## config.mk

```make
export PLATFORM = sky130hd
export DESIGN_NAME = lsu_req_decode
export DESIGN_NICKNAME = d
export VERILOG_FILES = /design/src/lsu_pkg.sv /design/src/lsu_req_decode.sv
export SDC_FILE = /design/constraint.sdc
export NUM_CORES = 1
export LEC_CHECK = 0
export ABC_AREA = 1
export BUFFER_PORTS_ARGS = -buffer_cell sky130_fd_sc_hd__buf_2
export CAP_MARGIN = 20
export CORE_MARGIN = 2
export CORE_UTILIZATION = 46
export DETAILED_ROUTE_END_ITERATION = 6
export PLACE_DENSITY = 0.86
export REMOVE_ABC_BUFFERS = 1
export SLEW_MARGIN = 10
export SYNTH_ARGS = -nofsm -noshare
export SYNTH_HDL_FRONTEND = slang
export SYNTH_SLANG_ARGS = --single-unit
```

## constraint.sdc

```tcl
create_clock -name CLK -period 3.5 [get_ports CLK]
set_input_delay 1.05 -clock CLK [delete_from_list [all_inputs] [get_ports CLK]]
set_output_delay 1.05 -clock CLK [all_outputs]
set_load 0.01 [all_outputs]
```

## src/lsu_pkg.sv

```systemverilog
// Shared LSU geometry, access-size encoding, request, load-control and response structs

package lsu_pkg;

   // Data path geometry
   localparam int DATA_W      = 64;
   // 4 KiB byte-addressed space
   localparam int BYTE_ADDR_W = 12;
   // Byte offset bits inside one word
   localparam int LANE_W      = 3;
   // RAM word index bits
   localparam int WORD_ADDR_W = BYTE_ADDR_W - LANE_W;
   // Byte lanes per word
   localparam int BYTES_W     = DATA_W / 8;
   // RAM depth in words
   localparam int MEM_WORDS   = 1 << WORD_ADDR_W;

   // Access size, log2 of the byte count
   typedef enum logic [1:0] {
      SIZE_B = 2'd0,
      SIZE_H = 2'd1,
      SIZE_W = 2'd2,
      SIZE_D = 2'd3
   } access_size_e;

   // One load or store request, 80 bits
   typedef struct packed {
      logic [BYTE_ADDR_W-1:0] addr;
      access_size_e           size;
      logic                   is_store;
      logic                   is_signed;
      // Store value, right-justified
      logic [DATA_W-1:0]      wdata;
   } mem_req_t;

   // Load info staged alongside the RAM read, 6 bits
   typedef struct packed {
      logic [LANE_W-1:0] offset;
      access_size_e      size;
      logic              is_signed;
   } load_ctl_t;

   // Load result, already extended to full width
   typedef struct packed {
      logic [DATA_W-1:0] data;
   } load_resp_t;

endpackage

```

## src/lsu_req_decode.sv

```systemverilog
// Request decoder: alignment check, byte write mask, store lane shift, staged load control

`timescale 1ns/100ps

module lsu_req_decode
(
   input  logic                              CLK,
   input  logic                              rst_n,
   input  logic                              req_valid,
   input  lsu_pkg::mem_req_t                 req,
   output logic [lsu_pkg::WORD_ADDR_W-1:0]   ram_addr,
   output logic                              ram_re,
   output logic [lsu_pkg::BYTES_W-1:0]       ram_we,
   output logic [lsu_pkg::DATA_W-1:0]        ram_din,
   output logic                              ctl_valid,
   output lsu_pkg::load_ctl_t                ctl,
   output logic                              misalign
);

   import lsu_pkg::*;

   logic [LANE_W-1:0]  offset;
   logic [LANE_W-1:0]  low_mask;
   logic [BYTES_W-1:0] size_mask;
   logic               aligned;
   logic               load_go;
   logic               store_go;
   logic               ctl_valid_q;
   logic               misalign_q;
   load_ctl_t          ctl_q;

   // Byte position inside the addressed word
   assign offset = req.addr[LANE_W-1:0];

   // Low address bits that must be zero, and lanes touched at offset zero
   always_comb
   begin
      case (req.size)
         SIZE_B:
         begin
            low_mask  = 3'b000;
            size_mask = 8'b0000_0001;
         end
         SIZE_H:
         begin
            low_mask  = 3'b001;
            size_mask = 8'b0000_0011;
         end
         SIZE_W:
         begin
            low_mask  = 3'b011;
            size_mask = 8'b0000_1111;
         end
         default:
         begin
            low_mask  = 3'b111;
            size_mask = 8'b1111_1111;
         end
      endcase
   end

   assign aligned  = ((offset & low_mask) == '0);
   // Only aligned requests reach the RAM
   assign load_go  = req_valid & aligned & ~req.is_store;
   assign store_go = req_valid & aligned & req.is_store;

   // RAM side, combinational in the request cycle
   assign ram_addr = req.addr[BYTE_ADDR_W-1:LANE_W];
   assign ram_re   = load_go;
   assign ram_we   = store_go ? (size_mask << offset) : '0;
   // Store bytes moved up to their lanes
   assign ram_din  = req.wdata << {offset, 3'b000};

   // Valid and misalign flags, cleared on reset
   always_ff @(posedge CLK)
   begin
      if (!rst_n)
      begin
         ctl_valid_q <= 1'b0;
         misalign_q  <= 1'b0;
      end
      else
      begin
         ctl_valid_q <= load_go;
         misalign_q  <= req_valid & ~aligned;
      end
   end

   // Load info for the aligner, meets the RAM read one cycle later
   always_ff @(posedge CLK)
   begin
      if (load_go)
      begin
         ctl_q.offset    <= offset;
         ctl_q.size      <= req.size;
         ctl_q.is_signed <= req.is_signed;
      end
   end

   assign ctl_valid = ctl_valid_q;
   assign ctl       = ctl_q;
   assign misalign  = misalign_q;

endmodule

```

==> impl_metrics.ini, run 1 <==
[worst_setup_path]
cp-start-kind = primary input
crit_arrival_ns = 2.20
setup.worst_path.start = req[68]
critPathKind = in2out
end_kind = output pin
worstPathMaxFanout = 16
cp_data_required_time_ns = 2.45

[detailed_routing]
routed_wl_um = 8570
num_vias = 3745
wl_per_cell_um = 12.4
via_per_inst = 5.40
drtIter0Drc = 343
final_antenna_net_count = 0
drc = 0
dr.pass1.iters = 6

[power]
p_int_uw = 349
cellPowerDensity_nw_per_um2 = 202
power_frac_seq_pct = 16.8
ir_worst_vdd_uv = 146
p_leak_uw = 0.00196
p_switching_uw = 298
netSwitchingFraction_pct = 46.0
combPwrFrac_pct = 64.0
power_frac_clock_pct = 19.3

[run_status]
status = completed

[finish]
drive_gt1_share_pct = 29.2
area_growth_syn_to_layout_pct = 33.2
final_cell_mix = nand2_1 (210), buf_2 (154), nand3_1 (106)
layout_commonest_cell = nand2_1
diodes = 0
num-fill-cells = 512
seq_area_um2 = 220
nets = 707
multi_input_area_um2 = 1820

[sta]
max_slew_margin_pct = 67.7
max_freq_mhz = 308
setup_viol = 0
final-max-slew-violation-count = 0
setup-tns-final_ns = 0
period_share_pct = 92.8
final-hold-violation-count = 0
rsz0062_at_grt = false
hold_slack_ns = 0.989
worstMarginPinSlew_ns = 0.483
min_period_ns = 3.25

[die]
num_io_pins = 173
die_area_um2 = 5810
start_util_pct = 47.3
row_count = 26
core_um2 = 5070
die_w_um = 76.2
die_h_um = 76.2

[clock_network]
cts_hold_buf = 0
cts.clk_slew.worst_paths_ns = 0.05
post_cts_buffers = 0
clock_sinks = 8
cts_tree = built
cts_buffers = 3
cts_buffer_depth = 2
root_buffer = clkbuf_8
htreeDepth = 1

[place]
hpwl_um = 6550
gp_congestion = 0.891
portBuffers = 154

[yosys]
synth_enable_flop_cells = 6
synth_area_um2 = 2400
ys_ff_latch = 8
synth-seq-area-share_pct = 9.17
syn-instance-count = 493
yosys_warnings = 0
ys_types = 20
avgSynthCellArea_um2 = 4.87
ys.flop_type = edfxtp_1
ys_async_sr_fraction_pct = 0

[worst_hold_path]
hp-start = req[64]
holdCritPathClass = in2reg

[global_routing]
grt_pass1_wl_um = 14500
antenna_found_initial = 0
first_global_vias = 3494
grtUsageTotal_pct = 29.1
grt_max_degree = 41
grt-ovfl-total = 0

[flow_run]
cap_violations = 0
-- metrics by stage --
stage	util (%)	power, uW	setup slack, ns	std cells	area (um2)
6_report	63.0	647	0.251	693	3200
5_1_grt	63.0	704	0.129	693	3200
4_1_cts	63.0	645	0.155	693	3200
3_5_place_dp	62.1	519	0.161	689	3150
3_3_place_gp	62.1	512	0.156	689	3150
2_1_floorplan	-	325	0.0255	448	2150
-- synthesized netlist by cell type (all sizes together) (3+ instances only) --
cell | instances | area [um2]
o211ai | 26 | 195
clkbuf | 9 | 33.8
edfxtp | 6 | 180
nand2 | 210 | 788
nor3 | 3 | 15.0
o21ai | 8 | 40.0
a21oi | 7 | 35.0
or2 | 3 | 18.8
nand3 | 106 | 531
nor2 | 43 | 164
buf | 36 | 215
inv | 30 | 113
-- layout make-up --
cell class,instances,area share [%]
repair buffers,171,28.5
multi-input cells,410,57.0
clock buffers,4,1.41
inverters,30,3.52
well taps,70,2.74
flip-flops and latches,8,6.89
-- logic make-up (layout without fill, tap and decap cells) --
kind of cell,after synthesis,count (layout),share of synthesized area [%]
buffers and inverters,75,205,15.1
flip-flops,8,8,9.17
AO/OA/AOI/OAI,42,42,11.6
AND/OR/NAND/NOR,368,368,64.2
-- worst max-delay path: stages --
cell and delay (ns):
buf_2 0.15, inv_2 0.20, buf_4 0.26, nand2_1 0.09, nand3_1 0.07, nand2_1 0.05, o21ai_0 0.15, buf_2 0.15
-- registers in the layout, indices dropped and copies added (netlist names) --
| register | cells |
|---|---|
| ctl | 6 |
| ctl_valid | 1 |
| misalign | 1 |
-- power by group through the flow --
stage	clock network (uW)	registers [uW]	logic, uW
after floorplan	0	113	212
after global placement	0	110	402
after detailed placement	0	110	409
after CTS	125	109	411
after global routing	130	109	465
final	125	108	414
-- metal layers --
metal / track usage [%] / routed length (um) / vias to the layer above
met1: 32.3 / 3360 / 1624
met2: 52.7 / 4180 / 235
met5: 0 / 0 / -
li1: - / - / 1864
met4: 14.0 / 211 / 0
met3: 5.69 / 818 / 22
-- final timing paths --
check	endpoint	depth (start not counted)	slack, ns
max	ram_din[32]	8	0.25
min	ctl[0]$_DFFE_PP_	1	0.99
-- what timing repair did --
action / 4_1_cts / 5_1_grt
hold endpoints to repair: 0 / 0
resized for setup: 0 / 1
endpoints found under the setup margin: 0 / 2
No activity file was read; power rests on OpenSTA's default activity.
==> inputs of run 2 (changes only) <==
PLACE_DENSITY = 0.87   (was 0.86)
==> run 2 against run 1 <==
  * Worst hold slack better by 0.010 ns
  * Critical path depth is 2 lower
  * Sequential cell count stayed put
  * Design area is 0.67% higher
  * Non-clock buffer count is 2 higher
  * Global-route usage is 0.46 points lower
  * Total power is 1.2% lower
  * Highest routed layer unchanged
==> impl_metrics.ini, run 2 (synthesis results as in run 1) <==
[place]
gp_congestion = 0.871
portBuffers = 154
hpwl_um = 6780
placed_area_um2 = 3180

[run_status]
status = completed

[sta]
period_share_pct = 96.7
rsz0062_at_grt = false
final-hold-violation-count = 0
setup_viol = 0
worstMarginPinSlew_ns = 0.524
max_slew_margin_pct = 65.0
final-max-slew-violation-count = 0
max_freq_mhz = 295
setup-tns-final_ns = 0
min_period_ns = 3.39

[global_routing]
grtUsageTotal_pct = 28.6
antenna_found_initial = 0
first_global_vias = 3400
grt-ovfl-total = 0
grt_pass1_wl_um = 14300
grt_max_degree = 52

[die]
start_util_pct = 47.3
core_um2 = 5070
num_io_pins = 173
die_w_um = 76.2
die_area_um2 = 5810
die_h_um = 76.2
row_count = 26

[clock_network]
cts_hold_buf = 0
clock_sinks = 8
cts.clk_slew.worst_paths_ns = 0.04
cts_tree = built
cts_buffers = 3
root_buffer = clkbuf_8
post_cts_buffers = 0
htreeDepth = 1
cts_resized = 0
cts_buffer_depth = 2

[finish]
area_growth_syn_to_layout_pct = 34.1
nets = 709
layout_commonest_cell = nand2_1
final_cell_mix = nand2_1 (210), buf_2 (154), nand3_1 (106)
diodes = 0
largest_register_ffs = 6
drive_gt1_share_pct = 29.3
final_area_um2 = 3220

[worst_setup_path]
setup.worst_path.start = req[68]
end_kind = output pin
cp_data_required_time_ns = 2.45
critPathKind = in2out
cp-start-kind = primary input
crit_arrival_ns = 2.34
worstPathMaxFanout = 26

[worst_hold_path]
hp-start = req[64]
holdCritPathClass = in2reg

[power]
netSwitchingFraction_pct = 45.8
power_uw = 640
power_frac_clock_pct = 17.3
ir_worst_vdd_uv = 149
p_int_uw = 347
p_leak_uw = 0.00197
cellPowerDensity_nw_per_um2 = 199
combPwrFrac_pct = 65.7
p_switching_uw = 293
power_frac_seq_pct = 17.0

[detailed_routing]
final_antenna_net_count = 0
via_per_inst = 5.51
routed_wl_um = 8800
num_vias = 3824
drtIter0Drc = 261
drc = 0
wl_per_cell_um = 12.7
dr.pass1.iters = 7

[flow_run]
cap_violations = 0
## run 2: changes by cell type in the layout (fill, tap and decap cells not counted)
cell | before | now
buf_12 | 1 | 2
buf_4 | 16 | 17
clkbuf_1 | 1 | 0
nor2_1 | 41 | 42
nor2_2 | 2 | 1
## run 2: worst paths after layout
path / slack (ns) / end / cells after the start
worst min-delay path: 1.0 / ctl[0]$_DFFE_PP_ / 1
worst max-delay path: 0.11 / ram_we[0] / 6
## run 2: per-stage QoR
stage | utilization (%) | instances | setup slack [ns] | hold WS, ns
after floorplan | - | 448 | 0.0255 | 1.13
after global placement | 62.6 | 691 | 0.219 | 1.23
after detailed placement | 62.6 | 691 | 0.154 | 1.23
after CTS | 63.4 | 694 | 0.151 | 0.999
after global routing | 63.4 | 694 | 0.0498 | 0.994
final | 63.4 | 694 | 0.115 | 1.00
## run 2: final cells by class
cell class,count,area (um2)
inverter,30,113
fill,503,1860
tap,70,87.6
multi-input combinational,410,1820
clock buffer,3,41.3
sequential,8,220
timing repair buffer,173,938
## run 2: per-layer routing
metal / share of wire (%) / GRT usage [%]
met5: 0 / 0
met1: 39 / 33.9
met3: 10 / 4.62
met2: 47 / 50.8
met4: 3.5 / 12.2
## run 2: power groups by stage
stage                     Sequential (uW)  Combinational (uW)  Clock, uW
after floorplan                       113                 212          0
after global placement                110                 405          0
after detailed placement              110                 415          0
after CTS                             109                 417        110
after global routing                  109                 467        116
final                                 109                 420        111
## run 2: critical path: stages
cell	delay (ns)
buf_2	0.20
buf_4	0.30
nor2_1	0.09
nand2_1	0.41
nor2_1	0.12
buf_2	0.16
