File: src/lsu_pkg.sv
// Shared LSU geometry, access-size encoding, request, load-control and response structs

package lsu_pkg;

   // Data path geometry
   localparam int DATA_W      = 64;
   // 4 KiB byte-addressed space
   localparam int BYTE_ADDR_W = 12;
   // Byte offset bits inside one word
   localparam int LANE_W      = 3;
   // RAM word index bits
   localparam int WORD_ADDR_W = BYTE_ADDR_W - LANE_W;
   // Byte lanes per word
   localparam int BYTES_W     = DATA_W / 8;
   // RAM depth in words
   localparam int MEM_WORDS   = 1 << WORD_ADDR_W;

   // Access size, log2 of the byte count
   typedef enum logic [1:0] {
      SIZE_B = 2'd0,
      SIZE_H = 2'd1,
      SIZE_W = 2'd2,
      SIZE_D = 2'd3
   } access_size_e;

   // One load or store request, 80 bits
   typedef struct packed {
      logic [BYTE_ADDR_W-1:0] addr;
      access_size_e           size;
      logic                   is_store;
      logic                   is_signed;
      // Store value, right-justified
      logic [DATA_W-1:0]      wdata;
   } mem_req_t;

   // Load info staged alongside the RAM read, 6 bits
   typedef struct packed {
      logic [LANE_W-1:0] offset;
      access_size_e      size;
      logic              is_signed;
   } load_ctl_t;

   // Load result, already extended to full width
   typedef struct packed {
      logic [DATA_W-1:0] data;
   } load_resp_t;

endpackage

File: src/lsu_load_align.sv
// Load aligner: lane extract, size mask, sign or zero extension, registered response

`timescale 1ns/100ps

module lsu_load_align
(
   input  logic                          CLK,
   input  logic                          rst_n,
   input  logic                          ctl_valid,
   input  lsu_pkg::load_ctl_t            ctl,
   input  logic [lsu_pkg::DATA_W-1:0]    ram_dout,
   output logic                          resp_valid,
   output lsu_pkg::load_resp_t           resp
);

   import lsu_pkg::*;

   logic [DATA_W-1:0] shifted;
   logic [DATA_W-1:0] ext_data;
   logic              resp_valid_q;
   load_resp_t        resp_q;

   // Addressed bytes down to lane zero
   assign shifted = ram_dout >> {ctl.offset, 3'b000};

   // Keep the access bytes, fill upper bits by the sign rule
   always_comb
   begin
      case (ctl.size)
         SIZE_B:
         begin
            if (ctl.is_signed)
               ext_data = {{(DATA_W-8){shifted[7]}}, shifted[7:0]};
            else
               ext_data = {{(DATA_W-8){1'b0}}, shifted[7:0]};
         end
         SIZE_H:
         begin
            if (ctl.is_signed)
               ext_data = {{(DATA_W-16){shifted[15]}}, shifted[15:0]};
            else
               ext_data = {{(DATA_W-16){1'b0}}, shifted[15:0]};
         end
         SIZE_W:
         begin
            if (ctl.is_signed)
               ext_data = {{(DATA_W-32){shifted[31]}}, shifted[31:0]};
            else
               ext_data = {{(DATA_W-32){1'b0}}, shifted[31:0]};
         end
         default:
         begin
            // Full word, no offset possible once aligned
            ext_data = shifted;
         end
      endcase
   end

   // Response strobe
   always_ff @(posedge CLK)
   begin
      if (!rst_n)
         resp_valid_q <= 1'b0;
      else
         resp_valid_q <= ctl_valid;
   end

   // Result data, only loaded for a real load
   always_ff @(posedge CLK)
   begin
      if (ctl_valid)
         resp_q.data <= ext_data;
   end

   assign resp_valid = resp_valid_q;
   assign resp       = resp_q;

endmodule

File: config.mk
export PLATFORM = sky130hd
export DESIGN_NAME = lsu_load_align
export DESIGN_NICKNAME = d
export VERILOG_FILES = /design/src/lsu_pkg.sv /design/src/lsu_load_align.sv
export SDC_FILE = /design/constraint.sdc
export NUM_CORES = 1
export LEC_CHECK = 0
export BUFFER_PORTS_ARGS = -buffer_cell sky130_fd_sc_hd__buf_4
export CORE_MARGIN = 3
export CORE_UTILIZATION = 43
export DETAILED_ROUTE_END_ITERATION = 8
export PLACE_DENSITY = 0.66
export SYNTH_ARGS = -nofsm -noshare
export SYNTH_HDL_FRONTEND = slang
export SYNTH_SLANG_ARGS = --single-unit
File: constraint.sdc
create_clock -name CLK -period 2.5 [get_ports CLK]
set_input_delay 0.75 -clock CLK [delete_from_list [all_inputs] [get_ports CLK]]
set_output_delay 0.75 -clock CLK [all_outputs]
set_load 0.05 [all_outputs]
==> results.py, run 1 <==
metrics = {
    "detailed_routing": {
        "via_count": 3510,
        "viasPerCell": 5.670,
        "drc": 0,
        "dr.pass1.iters": 5,
        "routed-wl-met3_um": 941,
        "wl_per_cell_um": 20.47,
        "ant_nets": 0,
        "maxUsedRoutingLayer": "met4",
        "dr.first_iter.drc_count": 181,
        "met2_length_um": 6077,
        "totalWireLength_um": 12670,
        "wl_met1_um": 5425,
    },
    "die": {
        "die_area_um2": 11320,
        "dieWidth_um": 106.4,
        "start_util_pct": 44.35,
        "fp.dieH_um": 106.4,
        "rows": 36,
        "design.core.area_um2": 9774,
        "ios": 138,
    },
    "status": {
        "outcome": "completed",
    },
    "clocking": {
        "clkSinkCount": 65,
        "ctsResizeCount": 0,
        "hold_buffers": 0,
        "clockBufferDepth": 2,
        "cts_tree": "built",
        "cts_setup_buffers": 0,
        "cts_buffers": 9,
        "root_buffer": "clkbuf_8",
        "htreeDepth": 3,
        "path_clk_slew_ns": 0.07,
    },
    "pwr": {
        "p_clk_share_pct": 24.2,
        "switchingPower_mw": 1.212,
        "p_leak_nw": 2.385,
        "vdd_ir_drop_max_uv": 271.7,
        "p_comb_share_pct": 34.9,
        "power_frac_seq_pct": 40.9,
        "p_int_mw": 2.175,
        "sw_frac_of_total_pct": 35.78,
        "finalPower_mw": 3.388,
        "power_density_nw_per_um2": 585.4,
    },
    "global_route": {
        "overflow": 0,
        "grt_pass1_wl_um": 19880,
        "grt_start_max_net_pins": 37,
        "grt.total_usage_pct": 22.89,
        "antenna_found_initial": 0,
        "grt_pass1_vias": 3567,
    },
    "sta": {
        "slew_violations": 0,
        "setup_violations": 0,
        "fmax_mhz": 452.1,
        "hold_violations": 0,
        "rsz0062_at_grt": "no",
        "fin_crit_sh_pct": 88.48,
        "fin_tns_setup_ns": 0,
        "slew_headroom_pct": 55.83,
        "finalCriticalPeriod_ns": 2.212,
        "worstMarginPinSlew_ns": 0.6626,
    },
    "worst_setup_path": {
        "crit_type": "in -> reg",
        "cp-end-kind": "flip-flop",
        "startpoint_type": "input pin",
        "critical_path_arrival_ns": 2.29,
        "startpoint": "ctl[3]",
        "crit_required_ns": 2.58,
        "crit_fanout": 17,
    },
    "cells_and_area": {
        "syn_to_final_growth_pct": 33.48,
        "finalNonFillerCells": 619,
        "design_area_um2": 5787,
        "n_antenna_cell": 0,
        "nets": 554,
        "drive_gt1_share_pct": 53.09,
    },
    "yosys": {
        "avgSynthCellArea_um2": 12.57,
        "yosysMostFrequentCell": "edfxtp_1",
        "ys_warn_count": 0,
        "ys.flop_type": "edfxtp_1",
        "synth-seq-cells": 65,
        "syn_inst": 345,
        "postSynth.asyncResetShare_pct": 0,
        "synth_top_area_share_pct": 44.33,
        "ys_seq_area_share_pct": 44.79,
        "synth_area_leaders": "edfxtp_1 (44%), mux4_2 (11%), nand4_2 (7.2%)",
        "syn_area_um2": 4335,
        "syn_nets": 418,
        "synth_edf_count": 64,
        "synth_area_leader_cell": "edfxtp_1",
        "yosysUniqueCellTypes": 32,
        "synth_common_cells": "edfxtp_1 (64), nand2_1 (44), mux2_2 (26)",
    },
    "flow_run": {
        "maxCapViolCount": 0,
    },
    "placement": {
        "dp_cells": 603,
        "placed_cell_area_um2": 5607,
        "io_buffers": 137,
        "dp_hpwl_um": 9664,
        "place_congestion": 0.9286,
    },
    "min_path": {
        "hp-class": "in -> reg",
        "min_from": "rst_n",
    },
}
-- critical path, cell delays in order --
cell and delay, ns:
buf_4 0.15, buf_12 0.17, buf_4 0.20, nand2b_1 0.16, a21oi_1 0.09, o211ai_1 0.32, buf_4 0.32, nand4_2 0.13
-- state kept, by name, summed over array words and instances (netlist names) --
signal,flops
resp_valid,1
resp,64
-- kinds of logic (layout without fill, tap and decap cells) --
| family | Yosys count | count (layout) | synth area share [%] |
|---|---|---|---|
| AND/OR/NAND/NOR | 122 | 122 | 18.30 |
| multiplexers | 72 | 72 | 23.81 |
| flip-flops | 65 | 65 | 44.79 |
| AO/OA/AOI/OAI | 46 | 46 | 7.850 |
| buffers and inverters | 40 | 181 | 5.252 |
-- cells in the final DEF (no fill, tap or decap), drive strengths merged, types with 12 or more instances in the layout --
cell | synthesis | layout
nor2b | 13 | 13
nand2 | 44 | 44
mux4 | 21 | 21
mux2i | 21 | 21
o21ai | 12 | 12
nand4 | 34 | 34
buf | 25 | 165
edfxtp | 64 | 64
mux2 | 30 | 30
nand3 | 18 | 18
-- final cells by class --
| class | count | area, µm² |
|---|---|---|
| fillers | 813 | 3988 |
| multi-input cells | 240 | 2172 |
| flip-flops and latches | 65 | 1942 |
| repair buffers | 165 | 1326 |
| well taps | 133 | 166.4 |
| clock buffers | 10 | 137.6 |
| clock inverters | 6 | 42.54 |
-- through the flow --
step,worst slack (ns),hold WS [ns],util (%)
after floorplan,0.1345,0.8625,-
after global placement,-0.05011,0.9579,57.36
after detailed placement,-0.06109,0.9682,57.36
after CTS,0.2985,0.5975,59.20
after global routing,0.1641,0.6063,59.20
final,0.2880,0.6121,59.20
-- final timing paths --
check                                to  slack (ns)  cells past startpoint
setup / recovery     resp[38]$_DFFE_PP_        0.29                      8
hold / removal    resp_valid$_SDFF_PN0_        0.61                      2
-- power groups by stage --
stage                     clock, mW  combinational, mW  sequential, mW
after floorplan                   0              0.344            1.82
after global placement            0               1.17            1.41
after detailed placement          0               1.18            1.41
after CTS                     0.848               1.19            1.39
after global routing          0.896               1.25            1.40
final                         0.819               1.18            1.39
-- per-layer routing --
layer | vias up | GRT usage [%]
li1 | 1632 | -
met1 | 1711 | 32.56
met2 | 153 | 35.70
met3 | 14 | 3.947
met4 | 0 | 7.580
met5 | - | 0
No activity file was read; power rests on OpenSTA's default activity.
==> inputs of run 2 (changes only) <==
--- a/config.mk
+++ b/config.mk
@@ -6,6 +6,7 @@
 export NUM_CORES = 1
 export LEC_CHECK = 0
 export BUFFER_PORTS_ARGS = -buffer_cell sky130_fd_sc_hd__buf_4
+export CORE_ASPECT_RATIO = 0.6
 export CORE_MARGIN = 3
 export CORE_UTILIZATION = 43
 export DETAILED_ROUTE_END_ITERATION = 8
==> run 2 against run 1 <==
  * Combinational power about the same
  * First-iteration DRC count is 110% higher
  * Sequential share of layout area decreased by 0.91 points
  * Largest power group unchanged
==> results.py, run 2 (synthesis gave the netlist of run 1 again) <==
metrics = {
    "status": {
        "outcome": "completed",
    },
    "min_path": {
        "whs_path_depth": 2,
        "hp-class": "in -> reg",
    },
    "sta": {
        "worstMarginPinSlew_ns": 0.5841,
        "fmax_mhz": 455.5,
        "rsz0062_at_grt": "no",
        "slew_headroom_pct": 61.06,
        "setup_violations": 0,
        "finalCriticalPeriod_ns": 2.195,
        "slew_violations": 0,
        "fin_ws_ns": 0.3046,
        "hold_violations": 0,
        "fin_crit_sh_pct": 87.82,
    },
    "die": {
        "ios": 138,
        "start_util_pct": 45.67,
        "die_area_um2": 11360,
        "rows": 27,
        "design.core.area_um2": 9493,
        "dieWidth_um": 135.6,
        "fp.dieH_um": 83.78,
    },
    "cells_and_area": {
        "n_antenna_cell": 0,
        "layout_common_cells": "buf_4 (162), edfxtp_1 (64), nand2_1 (44)",
        "largest_reg_flops": 64,
        "final_util_pct": 62.66,
        "layout_commonest_cell": "buf_4",
        "drive_gt1_share_pct": 53.36,
        "nets": 559,
        "syn_to_final_growth_pct": 37.20,
    },
    "placement": {
        "dp_hpwl_um": 9978,
        "place_ws_ns": -0.006091,
        "io_buffers": 137,
        "place_congestion": 0.8900,
    },
    "clocking": {
        "path_clk_slew_ns": 0.05,
        "htreeDepth": 3,
        "hold_buffers": 0,
        "ctsResizeCount": 0,
        "cts_setup_buffers": 0,
        "root_buffer": "clkbuf_16",
        "clockBufferDepth": 2,
        "clkSinkCount": 65,
        "cts_buffers": 9,
        "cts_tree": "built",
    },
    "worst_setup_path": {
        "critical_path_arrival_ns": 2.26,
        "crit_fanout": 16,
        "cp-end-kind": "flip-flop",
        "crit_type": "in -> reg",
        "crit_required_ns": 2.57,
        "startpoint_type": "input pin",
    },
    "pwr": {
        "p_leak_nw": 2.461,
        "vdd_ir_drop_max_uv": 341.6,
        "power_density_nw_per_um2": 646.8,
    },
    "global_route": {
        "grt.total_usage_pct": 23.65,
        "grt_pass1_wl_um": 20510,
        "antenna_found_initial": 0,
        "grt_start_max_net_pins": 43,
        "grt_pass1_vias": 3487,
        "overflow": 0,
    },
    "detailed_routing": {
        "ant_nets": 0,
        "via_count": 3616,
        "wl_per_cell_um": 21.25,
        "totalWireLength_um": 13200,
        "drc": 0,
        "dr.first_iter.drc_count": 379,
        "viasPerCell": 5.823,
        "dr.pass1.iters": 5,
    },
    "flow_run": {
        "maxCapViolCount": 0,
    },
}
==> run 2: changes by cell type in the layout (fill, tap and decap cells not counted), sizes merged <==
cell,change
clkinv,-1
buf,+5
clkbuf,-1
clkinvlp,+1
bufinv,+1
==> run 2: layout make-up <==
cell class	count	area (µm²)
clock buffers	9	225.2
clock inverters	7	70.07
fillers	769	3545
multi-input cells	240	2172
flip-flops and latches	65	1942
well taps	130	162.7
repair buffers	170	1376
==> run 2: final timing paths <==
path,startpoint,slack (ns),end
setup / recovery,ctl[3],0.30,resp[56]$_DFFE_PP_
hold / removal,rst_n,0.63,resp_valid$_SDFF_PN0_
==> run 2: worst max-delay path, cell delays in order <==
cell      delay (ns)
buf_4           0.16
buf_12          0.17
mux2i_1         0.28
nor2_1          0.09
o211ai_1        0.32
buf_4           0.33
nand4_2         0.13
==> run 2: routing by layer <==
metal	part of all wire [%]	track usage (%)	vias to the layer above
li1	-	-	1647
met1	46	35.85	1765
met2	43	32.81	189
met3	10	7.530	15
met4	1.1	5.306	0
met5	0	0	-
==> run 2: metrics by stage <==
step | std cells | instance area (µm²) | hold WS, ns | power (mW) | setup TNS (ns)
floorplan | 345 | 4335 | 0.8625 | 2.162 | 0
global placement | 605 | 5653 | 0.9627 | 2.603 | 0
detailed placement | 605 | 5653 | 0.9652 | 2.614 | -0.009772
CTS | 621 | 5948 | 0.6204 | 3.868 | 0
global route | 621 | 5948 | 0.6267 | 3.988 | 0
finish | 621 | 5948 | 0.6261 | 3.848 | 0
==> run 2: where the power goes <==
part,switching [mW],internal [mW],leakage [nW]
clock network,0.483,0.769,0.135
logic,0.756,0.452,1.70
registers,0.0405,1.35,0.626
total,1.28,2.57,2.46
